==> src/source/dm_dmi_pkg.sv <==
package dm_dmi_pkg;

    localparam int dmi_abits   = 7;
    localparam int dmi_frame_w = dmi_abits + 34;  // Address, 32 data bits and the op.

    typedef logic [dmi_abits-1:0] dmi_addr_t;

    // The same layout is used for requests from the DTM and responses back to it.
    typedef struct packed {
        dmi_addr_t   addr;
        logic [31:0] data;
        logic [1:0]  op;
    } dmi_frame_t;

    // Request op codes.
    localparam logic [1:0] dmi_op_nop   = 2'd0;
    localparam logic [1:0] dmi_op_read  = 2'd1;
    localparam logic [1:0] dmi_op_write = 2'd2;
    localparam logic [1:0] dmi_op_rsvd  = 2'd3;

    // Response status codes. Busy (3) is never returned since accesses finish in one cycle.
    localparam logic [1:0] dmi_resp_ok     = 2'd0;
    localparam logic [1:0] dmi_resp_failed = 2'd2;

endpackage
==> src/source/dm_reg_pkg.sv <==
package dm_reg_pkg;

    // Register addresses inside the debug module.
    localparam dm_dmi_pkg::dmi_addr_t dm_addr_data0     = 7'h04;
    localparam dm_dmi_pkg::dmi_addr_t dm_addr_dmcontrol = 7'h10;
    localparam dm_dmi_pkg::dmi_addr_t dm_addr_dmstatus  = 7'h11;
    localparam dm_dmi_pkg::dmi_addr_t dm_addr_hartinfo  = 7'h12;
    localparam dm_dmi_pkg::dmi_addr_t dm_addr_progbuf0  = 7'h20;

    localparam int dm_num_data    = 2;
    localparam int dm_num_progbuf = 2;

    localparam logic [3:0] dm_debug_version = 4'd2;  // Debug spec 0.13.

    // Bit positions in dmcontrol.
    localparam int dm_ctl_haltreq      = 31;
    localparam int dm_ctl_hartreset    = 29;
    localparam int dm_ctl_ackhavereset = 28;
    localparam int dm_ctl_ndmreset     = 1;
    localparam int dm_ctl_dmactive     = 0;

    // One register access, valid for a single cycle when we or re is set.
    typedef struct packed {
        logic                  we;
        logic                  re;
        dm_dmi_pkg::dmi_addr_t addr;
        logic [31:0]           data;
    } dm_reg_acc_t;

    typedef struct packed {
        logic       we_dmcontrol;
        logic       we_store;
        logic [1:0] store_idx;  // Data words first, then the program buffer.
    } dm_reg_wr_t;

    typedef struct packed {
        logic halted;
        logic resumeack;
    } hart_status_t;

endpackage

==> src/source/dm_top.sv <==
`timescale 1ns/1ps

module dm_top (
    input  logic                     dm_clk,
    input  logic                     dm_rst_n,
    input  logic                     dm_core_rst_n,
    input  dm_reg_pkg::hart_status_t hart,
    output logic                     halt_req,
    output logic                     hartreset,
    output logic                     ndmreset,
    input  logic                     dtm2dm_empty,
    input  dm_dmi_pkg::dmi_frame_t   dtm2dm_data_out,
    output logic                     dtm2dm_ren,
    input  logic                     dm2dtm_full,
    output logic                     dm2dtm_wen,
    output dm_dmi_pkg::dmi_frame_t   dm2dtm_data_in
);
    import dm_reg_pkg::*;

    dm_reg_acc_t reg_acc;
    dm_reg_wr_t  wr;
    logic [31:0] wr_data;
    logic [31:0] rd_data;
    logic        rd_ok;
    logic        wr_ok;
    logic [31:0] ctl_rd;
    logic [31:0] status_rd;
    logic [31:0] store_rd;

    dm_dmi_frontend frontend_inst (
        .dm_clk          (dm_clk),
        .dm_rst_n        (dm_rst_n),
        .dtm2dm_empty    (dtm2dm_empty),
        .dtm2dm_data_out (dtm2dm_data_out),
        .dtm2dm_ren      (dtm2dm_ren),
        .dm2dtm_full     (dm2dtm_full),
        .dm2dtm_wen      (dm2dtm_wen),
        .dm2dtm_data_in  (dm2dtm_data_in),
        .reg_acc         (reg_acc),
        .rd_data         (rd_data),
        .rd_ok           (rd_ok),
        .wr_ok           (wr_ok)
    );

    dm_reg_decode decode_inst (
        .reg_acc   (reg_acc),
        .ctl_rd    (ctl_rd),
        .status_rd (status_rd),
        .store_rd  (store_rd),
        .wr        (wr),
        .wr_data   (wr_data),
        .rd_data   (rd_data),
        .rd_ok     (rd_ok),
        .wr_ok     (wr_ok)
    );

    dm_control_regs control_inst (
        .dm_clk        (dm_clk),
        .dm_rst_n      (dm_rst_n),
        .dm_core_rst_n (dm_core_rst_n),
        .wr            (wr),
        .wr_data       (wr_data),
        .hart          (hart),
        .halt_req      (halt_req),
        .hartreset     (hartreset),
        .ndmreset      (ndmreset),
        .ctl_rd        (ctl_rd),
        .status_rd     (status_rd)
    );

    // The store index is decoded from the address, so it selects the read word as well.
    dm_data_regs data_inst (
        .dm_clk   (dm_clk),
        .dm_rst_n (dm_rst_n),
        .wr       (wr),
        .wr_data  (wr_data),
        .rd_index (wr.store_idx),
        .store_rd (store_rd)
    );

endmodule

==> src/source/dm_data_regs.sv <==
`timescale 1ns/1ps

module dm_data_regs (
    input  logic                   dm_clk,
    input  logic                   dm_rst_n,
    input  dm_reg_pkg::dm_reg_wr_t wr,
    input  logic [31:0]            wr_data,
    input  logic [1:0]             rd_index,
    output logic [31:0]            store_rd
);
    import dm_reg_pkg::*;

    // Words 0 and 1 are data0 and data1, words 2 and 3 the program buffer.
    logic [31:0] store_q [dm_num_data + dm_num_progbuf];

    always_ff @(posedge dm_clk or negedge dm_rst_n) begin
        if (!dm_rst_n) begin
            for (int i = 0; i < dm_num_data + dm_num_progbuf; i++) begin
                store_q[i] <= '0;
            end
        end else if (wr.we_store) begin
            store_q[wr.store_idx] <= wr_data;
        end
    end

    assign store_rd = store_q[rd_index];

endmodule

==> src/source/dm_control_regs.sv <==
`timescale 1ns/1ps

module dm_control_regs (
    input  logic                     dm_clk,
    input  logic                     dm_rst_n,
    input  logic                     dm_core_rst_n,
    input  dm_reg_pkg::dm_reg_wr_t   wr,
    input  logic [31:0]              wr_data,
    input  dm_reg_pkg::hart_status_t hart,
    output logic                     halt_req,
    output logic                     hartreset,
    output logic                     ndmreset,
    output logic [31:0]              ctl_rd,
    output logic [31:0]              status_rd
);
    import dm_reg_pkg::*;

    logic dmactive;
    logic havereset;
    logic havereset_set_n;
    logic ack_havereset;

    // Writing dmactive as 0 drops every request along with it.
    always_ff @(posedge dm_clk or negedge dm_rst_n) begin
        if (!dm_rst_n) begin
            dmactive  <= 1'b0;
            halt_req  <= 1'b0;
            hartreset <= 1'b0;
            ndmreset  <= 1'b0;
        end else if (wr.we_dmcontrol) begin
            dmactive  <= wr_data[dm_ctl_dmactive];
            halt_req  <= wr_data[dm_ctl_dmactive] & wr_data[dm_ctl_haltreq];
            hartreset <= wr_data[dm_ctl_dmactive] & wr_data[dm_ctl_hartreset];
            ndmreset  <= wr_data[dm_ctl_dmactive] & wr_data[dm_ctl_ndmreset];
        end
    end

    // A core reset sets havereset; the debug module reset does too so it starts out set.
    assign havereset_set_n = dm_rst_n & dm_core_rst_n;
    assign ack_havereset   = wr.we_dmcontrol & wr_data[dm_ctl_ackhavereset] &
                             wr_data[dm_ctl_dmactive];

    always_ff @(posedge dm_clk or negedge havereset_set_n) begin
        if (!havereset_set_n) begin
            havereset <= 1'b1;
        end else if (ack_havereset) begin
            havereset <= 1'b0;
        end
    end

    always_comb begin
        ctl_rd                      = '0;
        ctl_rd[dm_ctl_haltreq]      = halt_req;
        ctl_rd[dm_ctl_hartreset]    = hartreset;
        ctl_rd[dm_ctl_ndmreset]     = ndmreset;
        ctl_rd[dm_ctl_dmactive]     = dmactive;
    end

    // With a single hart the any and all flags are the same bit.
    always_comb begin
        status_rd        = '0;
        status_rd[3:0]   = dm_debug_version;
        status_rd[7]     = 1'b1;  // Authenticated.
        status_rd[9:8]   = {2{hart.halted}};
        status_rd[11:10] = {2{~hart.halted}};
        status_rd[17:16] = {2{hart.resumeack}};
        status_rd[19:18] = {2{havereset}};
        status_rd[24]    = ndmreset;  // Reset stays pending while ndmreset is held.
    end

endmodule

==> src/source/dm_reg_decode.sv <==
`timescale 1ns/1ps

module dm_reg_decode (
    input  dm_reg_pkg::dm_reg_acc_t reg_acc,
    input  logic [31:0]             ctl_rd,
    input  logic [31:0]             status_rd,
    input  logic [31:0]             store_rd,
    output dm_reg_pkg::dm_reg_wr_t  wr,
    output logic [31:0]             wr_data,
    output logic [31:0]             rd_data,
    output logic                    rd_ok,
    output logic                    wr_ok
);
    import dm_reg_pkg::*;

    logic sel_ctl;
    logic sel_status;
    logic sel_hartinfo;
    logic sel_data;
    logic sel_progbuf;
    logic sel_store;

    assign sel_ctl      = reg_acc.addr == dm_addr_dmcontrol;
    assign sel_status   = reg_acc.addr == dm_addr_dmstatus;
    assign sel_hartinfo = reg_acc.addr == dm_addr_hartinfo;
    assign sel_data     = (reg_acc.addr >= dm_addr_data0) &&
                          (reg_acc.addr < dm_addr_data0 + dm_num_data);
    assign sel_progbuf  = (reg_acc.addr >= dm_addr_progbuf0) &&
                          (reg_acc.addr < dm_addr_progbuf0 + dm_num_progbuf);
    assign sel_store    = sel_data || sel_progbuf;

    // Abstract command and system bus addresses fall outside every select and fail.
    assign rd_ok = sel_ctl || sel_status || sel_hartinfo || sel_store;
    assign wr_ok = sel_ctl || sel_store;

    assign wr_data = reg_acc.data;

    always_comb begin
        wr.we_dmcontrol = reg_acc.we && sel_ctl;
        wr.we_store     = reg_acc.we && sel_store;
        if (sel_progbuf) begin
            wr.store_idx = 2'(dm_num_data) + 2'(reg_acc.addr - dm_addr_progbuf0);
        end else begin
            wr.store_idx = 2'(reg_acc.addr - dm_addr_data0);
        end
    end

    // Hartinfo has nothing to report and reads as zero, like any unknown address.
    always_comb begin
        rd_data = '0;
        if (reg_acc.re) begin
            if (sel_ctl) begin
                rd_data = ctl_rd;
            end else if (sel_status) begin
                rd_data = status_rd;
            end else if (sel_store) begin
                rd_data = store_rd;
            end
        end
    end

endmodule

==> src/source/dm_dmi_frontend.sv <==
`timescale 1ns/1ps

module dm_dmi_frontend (
    input  logic                    dm_clk,
    input  logic                    dm_rst_n,
    input  logic                    dtm2dm_empty,
    input  dm_dmi_pkg::dmi_frame_t  dtm2dm_data_out,
    output logic                    dtm2dm_ren,
    input  logic                    dm2dtm_full,
    output logic                    dm2dtm_wen,
    output dm_dmi_pkg::dmi_frame_t  dm2dtm_data_in,
    output dm_reg_pkg::dm_reg_acc_t reg_acc,
    input  logic [31:0]             rd_data,
    input  logic                    rd_ok,
    input  logic                    wr_ok
);
    import dm_dmi_pkg::*;

    typedef enum logic [1:0] {
        st_idle,
        st_judge,
        st_access,
        st_respond
    } state_t;

    state_t     state_q;
    dmi_frame_t frame_q;
    dmi_frame_t resp_q;
    logic       is_read;
    logic       is_write;
    logic [1:0] resp_op;

    assign is_read  = frame_q.op == dmi_op_read;
    assign is_write = frame_q.op == dmi_op_write;

    // Only one transaction is in flight, so a new word is popped from idle alone.
    assign dtm2dm_ren     = (state_q == st_idle) && !dtm2dm_empty;
    assign dm2dtm_wen     = (state_q == st_respond) && !dm2dtm_full;
    assign dm2dtm_data_in = resp_q;

    always_comb begin
        reg_acc.we   = (state_q == st_access) && is_write;
        reg_acc.re   = (state_q == st_access) && is_read;
        reg_acc.addr = frame_q.addr;
        reg_acc.data = frame_q.data;
    end

    always_comb begin
        if (is_read) begin
            resp_op = rd_ok ? dmi_resp_ok : dmi_resp_failed;
        end else begin
            resp_op = wr_ok ? dmi_resp_ok : dmi_resp_failed;
        end
    end

    always_ff @(posedge dm_clk or negedge dm_rst_n) begin
        if (!dm_rst_n) begin
            state_q <= st_idle;
        end else begin
            case (state_q)
                st_idle: begin
                    if (dtm2dm_ren) begin
                        state_q <= st_judge;
                    end
                end
                st_judge: begin
                    case (frame_q.op)
                        dmi_op_read, dmi_op_write: state_q <= st_access;
                        dmi_op_nop, dmi_op_rsvd:   state_q <= st_respond;
                        default:                   state_q <= st_idle;
                    endcase
                end
                st_access: state_q <= st_respond;
                st_respond: begin
                    if (!dm2dtm_full) begin
                        state_q <= st_idle;  // Held here while the response FIFO is full.
                    end
                end
                default: state_q <= st_idle;
            endcase
        end
    end

    always_ff @(posedge dm_clk) begin
        if (dtm2dm_ren) begin
            frame_q <= dtm2dm_data_out;
        end
        if (state_q == st_judge && !(is_read || is_write)) begin
            resp_q <= dmi_frame_t'({dmi_frame_w{1'b0}});  // Nop and reserved ops answer all zero.
        end else if (state_q == st_access) begin
            resp_q.addr <= frame_q.addr;
            resp_q.data <= is_read ? rd_data : frame_q.data;
            resp_q.op   <= resp_op;
        end
    end

endmodule

==> config.mk <==
export PLATFORM = sky130hd
export DESIGN_NAME = dm_top
export DESIGN_NICKNAME = d
export VERILOG_FILES = /design/src/source/dm_dmi_pkg.sv /design/src/source/dm_reg_pkg.sv /design/src/source/dm_top.sv /design/src/source/dm_data_regs.sv /design/src/source/dm_control_regs.sv /design/src/source/dm_reg_decode.sv /design/src/source/dm_dmi_frontend.sv
export SDC_FILE = /design/constraint.sdc
export NUM_CORES = 1
export LEC_CHECK = 0
export ABC_CLOCK_PERIOD_IN_PS = 3200
export BUFFER_PORTS_ARGS = -buffer_cell sky130_fd_sc_hd__buf_2
export CORE_UTILIZATION = 53
export CTS_CLUSTER_SIZE = 24
export DETAILED_ROUTE_END_ITERATION = 8
export PLACE_DENSITY = 0.76
export SLEW_MARGIN = 20
export SYNTH_ARGS = -nofsm -noshare
export SYNTH_HDL_FRONTEND = slang
export SYNTH_SLANG_ARGS = --single-unit
==> constraint.sdc <==
create_clock -name dm_clk -period 3.2 [get_ports dm_clk]
set_input_delay 0.48 -clock dm_clk [delete_from_list [all_inputs] [get_ports dm_clk]]
set_output_delay 0.48 -clock dm_clk [all_outputs]
set_load 0.01 [all_outputs]
======== Word level (Yosys, flattened, before mapping) ========
Index checks and enable logic that the tools add are counted.
operators by class
  muxes and demuxes ....................... 19
  reductions and logical operators ........ 24
  $add $sub $neg .......................... 3
  magnitude comparators ................... 6
  bitwise operators ....................... 8
  equality and inequality tests ........... 11
operators with widths
  operator                                                            number
  2-to-1 mux 32 bit                                                   8
  bitwise mux 128 bit                                                 1
  binary-select mux 32 bit (select 2 bit)                             1
  demux 32 bit (select 2 bit)                                         1
  equality test 7 x 5 -> 1 bit (second input constant)                3
  2-to-1 mux 2 bit                                                    6
  logical AND 1 bit                                                   10
  equality test 2 bit (second input constant)                         4
  case mux 2 bit (4 select lines)                                     1
  greater-or-equal comparator 7 x 3 -> 1 bit (second input constant)  1
  greater-or-equal comparator 7 x 6 -> 1 bit (second input constant)  1
  less-than comparator 7 x 3 -> 1 bit (second input constant)         1
  less-than comparator 7 x 6 -> 1 bit (second input constant)         1
  AND 1 bit                                                           6
  logical OR 1 bit                                                    6
  equality test 2 x 1 -> 1 bit (second input constant)                2
  logical NOT 2 bit                                                   2
  inequality test 2 bit (second input constant)                       2
  case mux 2 bit (2 select lines)                                     1
  OR reduction 2 bit                                                  2
  subtractor 2 x 1 -> 2 bit (second input constant)                   2
  greater-or-equal comparator 3 bit (second input constant)           1
  logical NOT 1 bit                                                   3
  less-than comparator 3 x 1 -> 1 bit (second input constant)         1
  other kinds (4)                                                     4
word-level totals
  logic and storage cells ................. 87
  bits of input ports ..................... 48
  output and inout port bits .............. 46
  register bits ........................... 217

======== Logic depth before layout (Yosys ltp) ========
  depth in word-level cells ............... 12
  gate-level depth with buffers ........... 8
  depth with buffers taken out ............ 6

======== By module ========
A second synthesis with hierarchy kept.
second synthesis, totals
  cell total of the unflattened synthesis .. 882
  area total of the unflattened synthesis .. 10,976.8 um2
modules (own cells, without submodules)
  module           cells an instance  area each (um2)  sequential area each (um2)  instances
  dm_data_regs     311                5,504.0          3,203.1                     1
  dm_dmi_frontend  276                3,498.4          2,082.0                     1
  dm_reg_decode    210                1,280.0          0.0                         1
  dm_control_regs  85                 694.4            126.4                       1

======== Worst setup path after synthesis ========
No wires, ideal clock.
  path kind ............................... register to output
  from .................................... reg frontend_inst.state_q[0]
  to ...................................... out dtm2dm_ren
  path buffers ............................ 0
  required time ........................... 2,720 ps
  arrival ................................. 2,664 ps
  cell stages (with the launch flop) ...... 4
  slack ................................... 56 ps
  cells stage by stage .................... dfrtp_1 inv_1 ha_1 nor2b_1
between the ends
  word-level cells in the longest chain between the ends .. 2
RTL lines
  element                 line                   source
  start, declared         dm_dmi_frontend.sv:26  state_t state_q;
  start signal, assigned  dm_dmi_frontend.sv:58  state_q <= st_idle;
  start signal, assigned  dm_dmi_frontend.sv:63  state_q <= st_judge;
  start signal, assigned  dm_dmi_frontend.sv:68  dmi_op_read, dmi_op_write: state_q <= st_access;
  logical NOT 2 bit       dm_dmi_frontend.sv:37  assign dtm2dm_ren = (state_q == st_idle) && !dtm2dm_empty;
  logical AND 1 bit       dm_dmi_frontend.sv:37
  end, declared           dm_top.sv:13           output logic dtm2dm_ren,
No other way between the ends.

======== Final worst setup path ========
  from .................................... reg frontend_inst.frame_q, in the netlist frontend_inst.reg_acc[38]
  to ...................................... reg data_inst.store_q[31] in the netlist's numbering
between the ends
  word-level cells in the longest chain between the ends .. 9
  elaborated cells between the ends (all ways) .. 16
  classes of those cells .................. 6 x order compare; 4 x mux; 1 x bitwise; 5 x reduce/logical
RTL lines
  element                                                                                                                line                                      source
  start, declared                                                                                                        dm_dmi_frontend.sv:27                     dmi_frame_t frame_q;
  start signal, assigned                                                                                                 dm_dmi_frontend.sv:86                     frame_q <= dtm2dm_data_out;
  greater-or-equal comparator 7 x 6 -> 1 bit / less-than comparator 7 x 6 -> 1 bit (equally long branches)               dm_reg_decode.sv:28, dm_reg_decode.sv:29
  logical AND 1 bit                                                                                                      dm_reg_decode.sv:28                       assign sel_progbuf = (reg_acc.addr >= dm_addr_progbuf0) &&
  2-to-1 mux 2 bit                                                                                                       dm_reg_decode.sv:41                       if (sel_progbuf) begin
  inverter 2 -> 3 bit (implied by the code)                                                                              dm_data_regs.sv:22                        store_q[wr.store_idx] <= wr_data;
  greater-or-equal comparator 3 bit (implied by the code) / less-than comparator 3 x 1 -> 1 bit (equally long branches)  dm_data_regs.sv:22
  logical AND 1 bit (implied by the code)                                                                                dm_data_regs.sv:22
  2-to-1 mux 32 bit (implied by the code)                                                                                dm_data_regs.sv:22
  demux 32 bit (select 2 bit)                                                                                            dm_data_regs.sv:22
  bitwise mux 128 bit                                                                                                    dm_data_regs.sv:22
  end signal, assigned by index                                                                                          dm_data_regs.sv:22
  end, declared                                                                                                          dm_data_regs.sv:14                        logic [31:0] store_q [dm_num_data + dm_num_progbuf];
Several ways; a longest one is shown, not always the timed one.
A chain may end at the register's enable or synchronous reset.

==> results.py <==
metrics = {
    "run_status": {
        "status": "finished, final reports clean",
    },
    "synthesis": {
        "synth-edff-count": 41,
        "syn_area_um2": 9260,
        "yosys_warnings": 0,
        "postSynthCellCount": 701,
        "synth_ff_type": "dfrtp_1",
        "syn-num-nets": 756,
        "seq_area_frac_synth": 0.584,
        "synth_async_sr_flop_share": 0.625,
        "ys_types": 62,
        "ys_ff_latch": 216,
        "synth_area_per_cell_um2": 13.2,
    },
    "hold_path": {
        "min_path_type": "input port to async pin",
    },
    "critical_path": {
        "worstSetupPathType": "flop to flop",
        "crit_fanout": 18,
        "arrival_ps": 3340,
        "start_kind": "flop",
        "crit_slowest_cell": "nor3_4",
        "path_cells": "or4_4 > or2_1 > nor3_4 > buf_12 > mux2_2",
        "endpoint_kind": "flop",
        "slowest_delay_ps": 890,
        "required_ps": 3580,
    },
    "power_and_ir_drop": {
        "p_int_uw": 5680,
        "total_power_uw": 8250,
        "ir_worst_vdd_mv": 0.510,
        "swShare": 0.312,
        "powerDensity_nw_per_um2": 758,
        "power_switching_uw": 2570,
        "clkPwrFrac": 0.330,
        "leakage_uw": 0.00507,
        "combinationalPowerShare": 0.235,
        "power_frac_seq": 0.435,
    },
    "route": {
        "drt_iter0_markers": 485,
        "routed_wl_mm": 22.6,
        "drc": 0,
        "viasPerCell": 6.26,
        "firstDrtPassIters": 5,
        "vias": 6497,
        "wire_per_inst_um": 21.8,
        "drtAntennaViolNets": 0,
    },
    "timing": {
        "hold_viol": 0,
        "finalCritPeriodShare": 0.925,
        "skew_ps": 11.8,
        "worstMarginPinSlew_ps": 1090,
        "setup_viol": 0,
        "drv_slew": 0,
        "fin_tns_setup_ps": 0,
        "finalCriticalPeriod_ps": 2960,
        "fmax_ghz": 0.338,
        "rsz0062_at_grt": "no",
        "maxSlewHeadroom": 0.274,
        "worst_slack_ps": 240,
    },
    "clocking": {
        "path_clk_slew_ps": 60,
        "ctsResizeCount": 0,
        "numCtsBuffers": 23,
        "cts_max_path_buffers": 3,
        "cts_tree": "yes",
        "clkLatencyLatePin_ps": 510,
        "cts_hold_buf": 0,
        "post_cts_buffers": 0,
        "cts.sinks": 216,
        "h-tree-depth": 1,
        "cts_root_buf": "clkbuf_16",
    },
    "grt": {
        "grt_pass1_vias": 6734,
        "grt_max_degree": 64,
        "grt_pass1_wl_mm": 36.2,
        "grt_use_total": 0.257,
        "antenna_found_initial": 0,
        "grt_overflow": 0,
    },
    "placement": {
        "place_ws_ps": 251,
        "dpl.hpwl_mm": 14.6,
        "gp_congestion": 0.858,
        "port_buffers": 92,
    },
    "die": {
        "core_um2": 16800,
        "die_w_um": 134,
        "row_count": 47,
        "die_y_um": 134,
        "ios": 94,
        "start_util": 0.551,
        "die_area_um2": 18000,
    },
    "finish": {
        "layout_commonest_cell": "dfrtp_1",
        "area_delta_synth_final_pct": 17.6,
        "mostFrequentLayoutCells": "134 x dfrtp_1, 101 x mux2_2, 91 x buf_2, 41 x edfxtp_1, 40 x dfxtp_1",
        "final_nets": 856,
        "n_antenna_cell": 0,
        "drive_above_1_share": 0.372,
    },
    "job": {
        "maxCapViolCount": 0,
    },
}
==> path summary, 6_finish.rpt <==
check / startpoint / endpoint / slack, ps / cells past startpoint
worst max register to register: frontend_inst.reg_acc[38]$_DFFE_PP_ / data_inst.store_q[31]$_DFFE_PN0P_ / 240 / 5
min in group dm_clk: dtm2dm_data_out[29] / frontend_inst.reg_acc[27]$_DFFE_PP_ / 140 / 1
worst min register to register: frontend_inst.dm2dtm_data_in[36]$_SDFFE_PP0P_ / frontend_inst.dm2dtm_data_in[36]$_SDFFE_PP0P_ / 500 / 2
max in group asynchronous: dm_rst_n / data_inst.store_q[52]$_DFFE_PN0P_ / 2310 / 2
worst min-delay path: dm_core_rst_n / control_inst.havereset$_DFFE_PN1P_ / 20 / 2
worst max-delay path: frontend_inst.reg_acc[38]$_DFFE_PP_ / data_inst.store_q[31]$_DFFE_PN0P_ / 240 / 5
==> logic make-up after synthesis <==
group,share of synthesized area
flip-flops,0.584
multiplexers,0.200
AO/OA/AOI/OAI,0.115
AND/OR/NAND/NOR,0.0624
buffers and inverters,0.0277
adder cells (fa/ha/maj),0.00946
other,0.000405
XOR/XNOR,0.000946
==> power by group through the flow <==
stage / clock network [µW] / logic, µW / registers (µW)
2_1_floorplan: 0 / 1060 / 3640
3_3_place_gp: 0 / 1840 / 3600
3_5_place_dp: 0 / 1910 / 3620
4_1_cts: 2750 / 1930 / 3580
5_1_grt: 2850 / 2110 / 3640
6_report: 2720 / 1940 / 3590
==> registers in the layout (all words and copies together), names as in the netlist <==
name,cells
frontend_inst.dm2dtm_data_in,40
data_inst.store_q,128
frontend_inst.reg_acc,39
frontend_inst.state_q,2
frontend_inst.frame_q,2
control_inst.ndmreset,1
control_inst.havereset,1
control_inst.hartreset,1
control_inst.dmactive,1
control_inst.halt_req,1
==> routing by layer <==
metal,wire [µm],track usage
met4,671,0.0868
met5,0,0
met1,9830,0.356
met2,10500,0.418
met3,1570,0.0378
==> synthesized netlist by cell type, types with 5 or more instances <==
library cell	n	area [µm²]
a22oi_1	19	143
o211ai_1	19	143
a21o_1	7	52.6
nand4_1	8	50.1
nand3_1	9	45.0
clkbuf_1	36	135
mux2_4	30	450
nand3b_1	7	52.6
nor3_1	11	55.1
nor2_1	34	128
o21ai_0	29	145
o22ai_1	19	119
a211o_1	7	61.3
a21oi_1	5	25.0
mux2_2	101	1140
a311oi_1	5	43.8
ha_1	7	87.6
a221oi_1	5	43.8
inv_1	12	45.0
dfxtp_1	40	801
nor2b_1	6	37.5
mux2i_1	17	170
o31ai_1	12	90.1
nand2_1	14	52.6
edfxtp_1	41	1230
dfrtp_1	134	3350
a31oi_1	5	31.3
==> final cells by class <==
class	count	area, µm²
Sequential cell	216	5410
Clock buffer	31	646
Timing Repair Buffer	122	751
Tap cell	220	275
Clock inverter	11	135
Multi-Input combinational cell	425	3620
Fill cell	1228	5930
Inverter	13	48.8
==> critical path, delay by kind of cell, from the launching register on <==
| kind | cells | cell delay, ps |
|---|---|---|
| flops | 1 | 440 |
| mux | 1 | 340 |
| simple gates | 3 | 1790 |
| buf+inv | 1 | 250 |
==> stage by stage <==
step	hold WS, ps	utilization	instance area [µm²]	std cells
after floorplan	184	-	9260	701
after global placement	464	0.601	10100	996
after detailed placement	479	0.601	10100	996
after CTS	16.2	0.647	10900	1038
after global routing	27.0	0.648	10900	1038
final	21.9	0.648	10900	1038
Note: power is estimated with default switching activity, not from simulation.
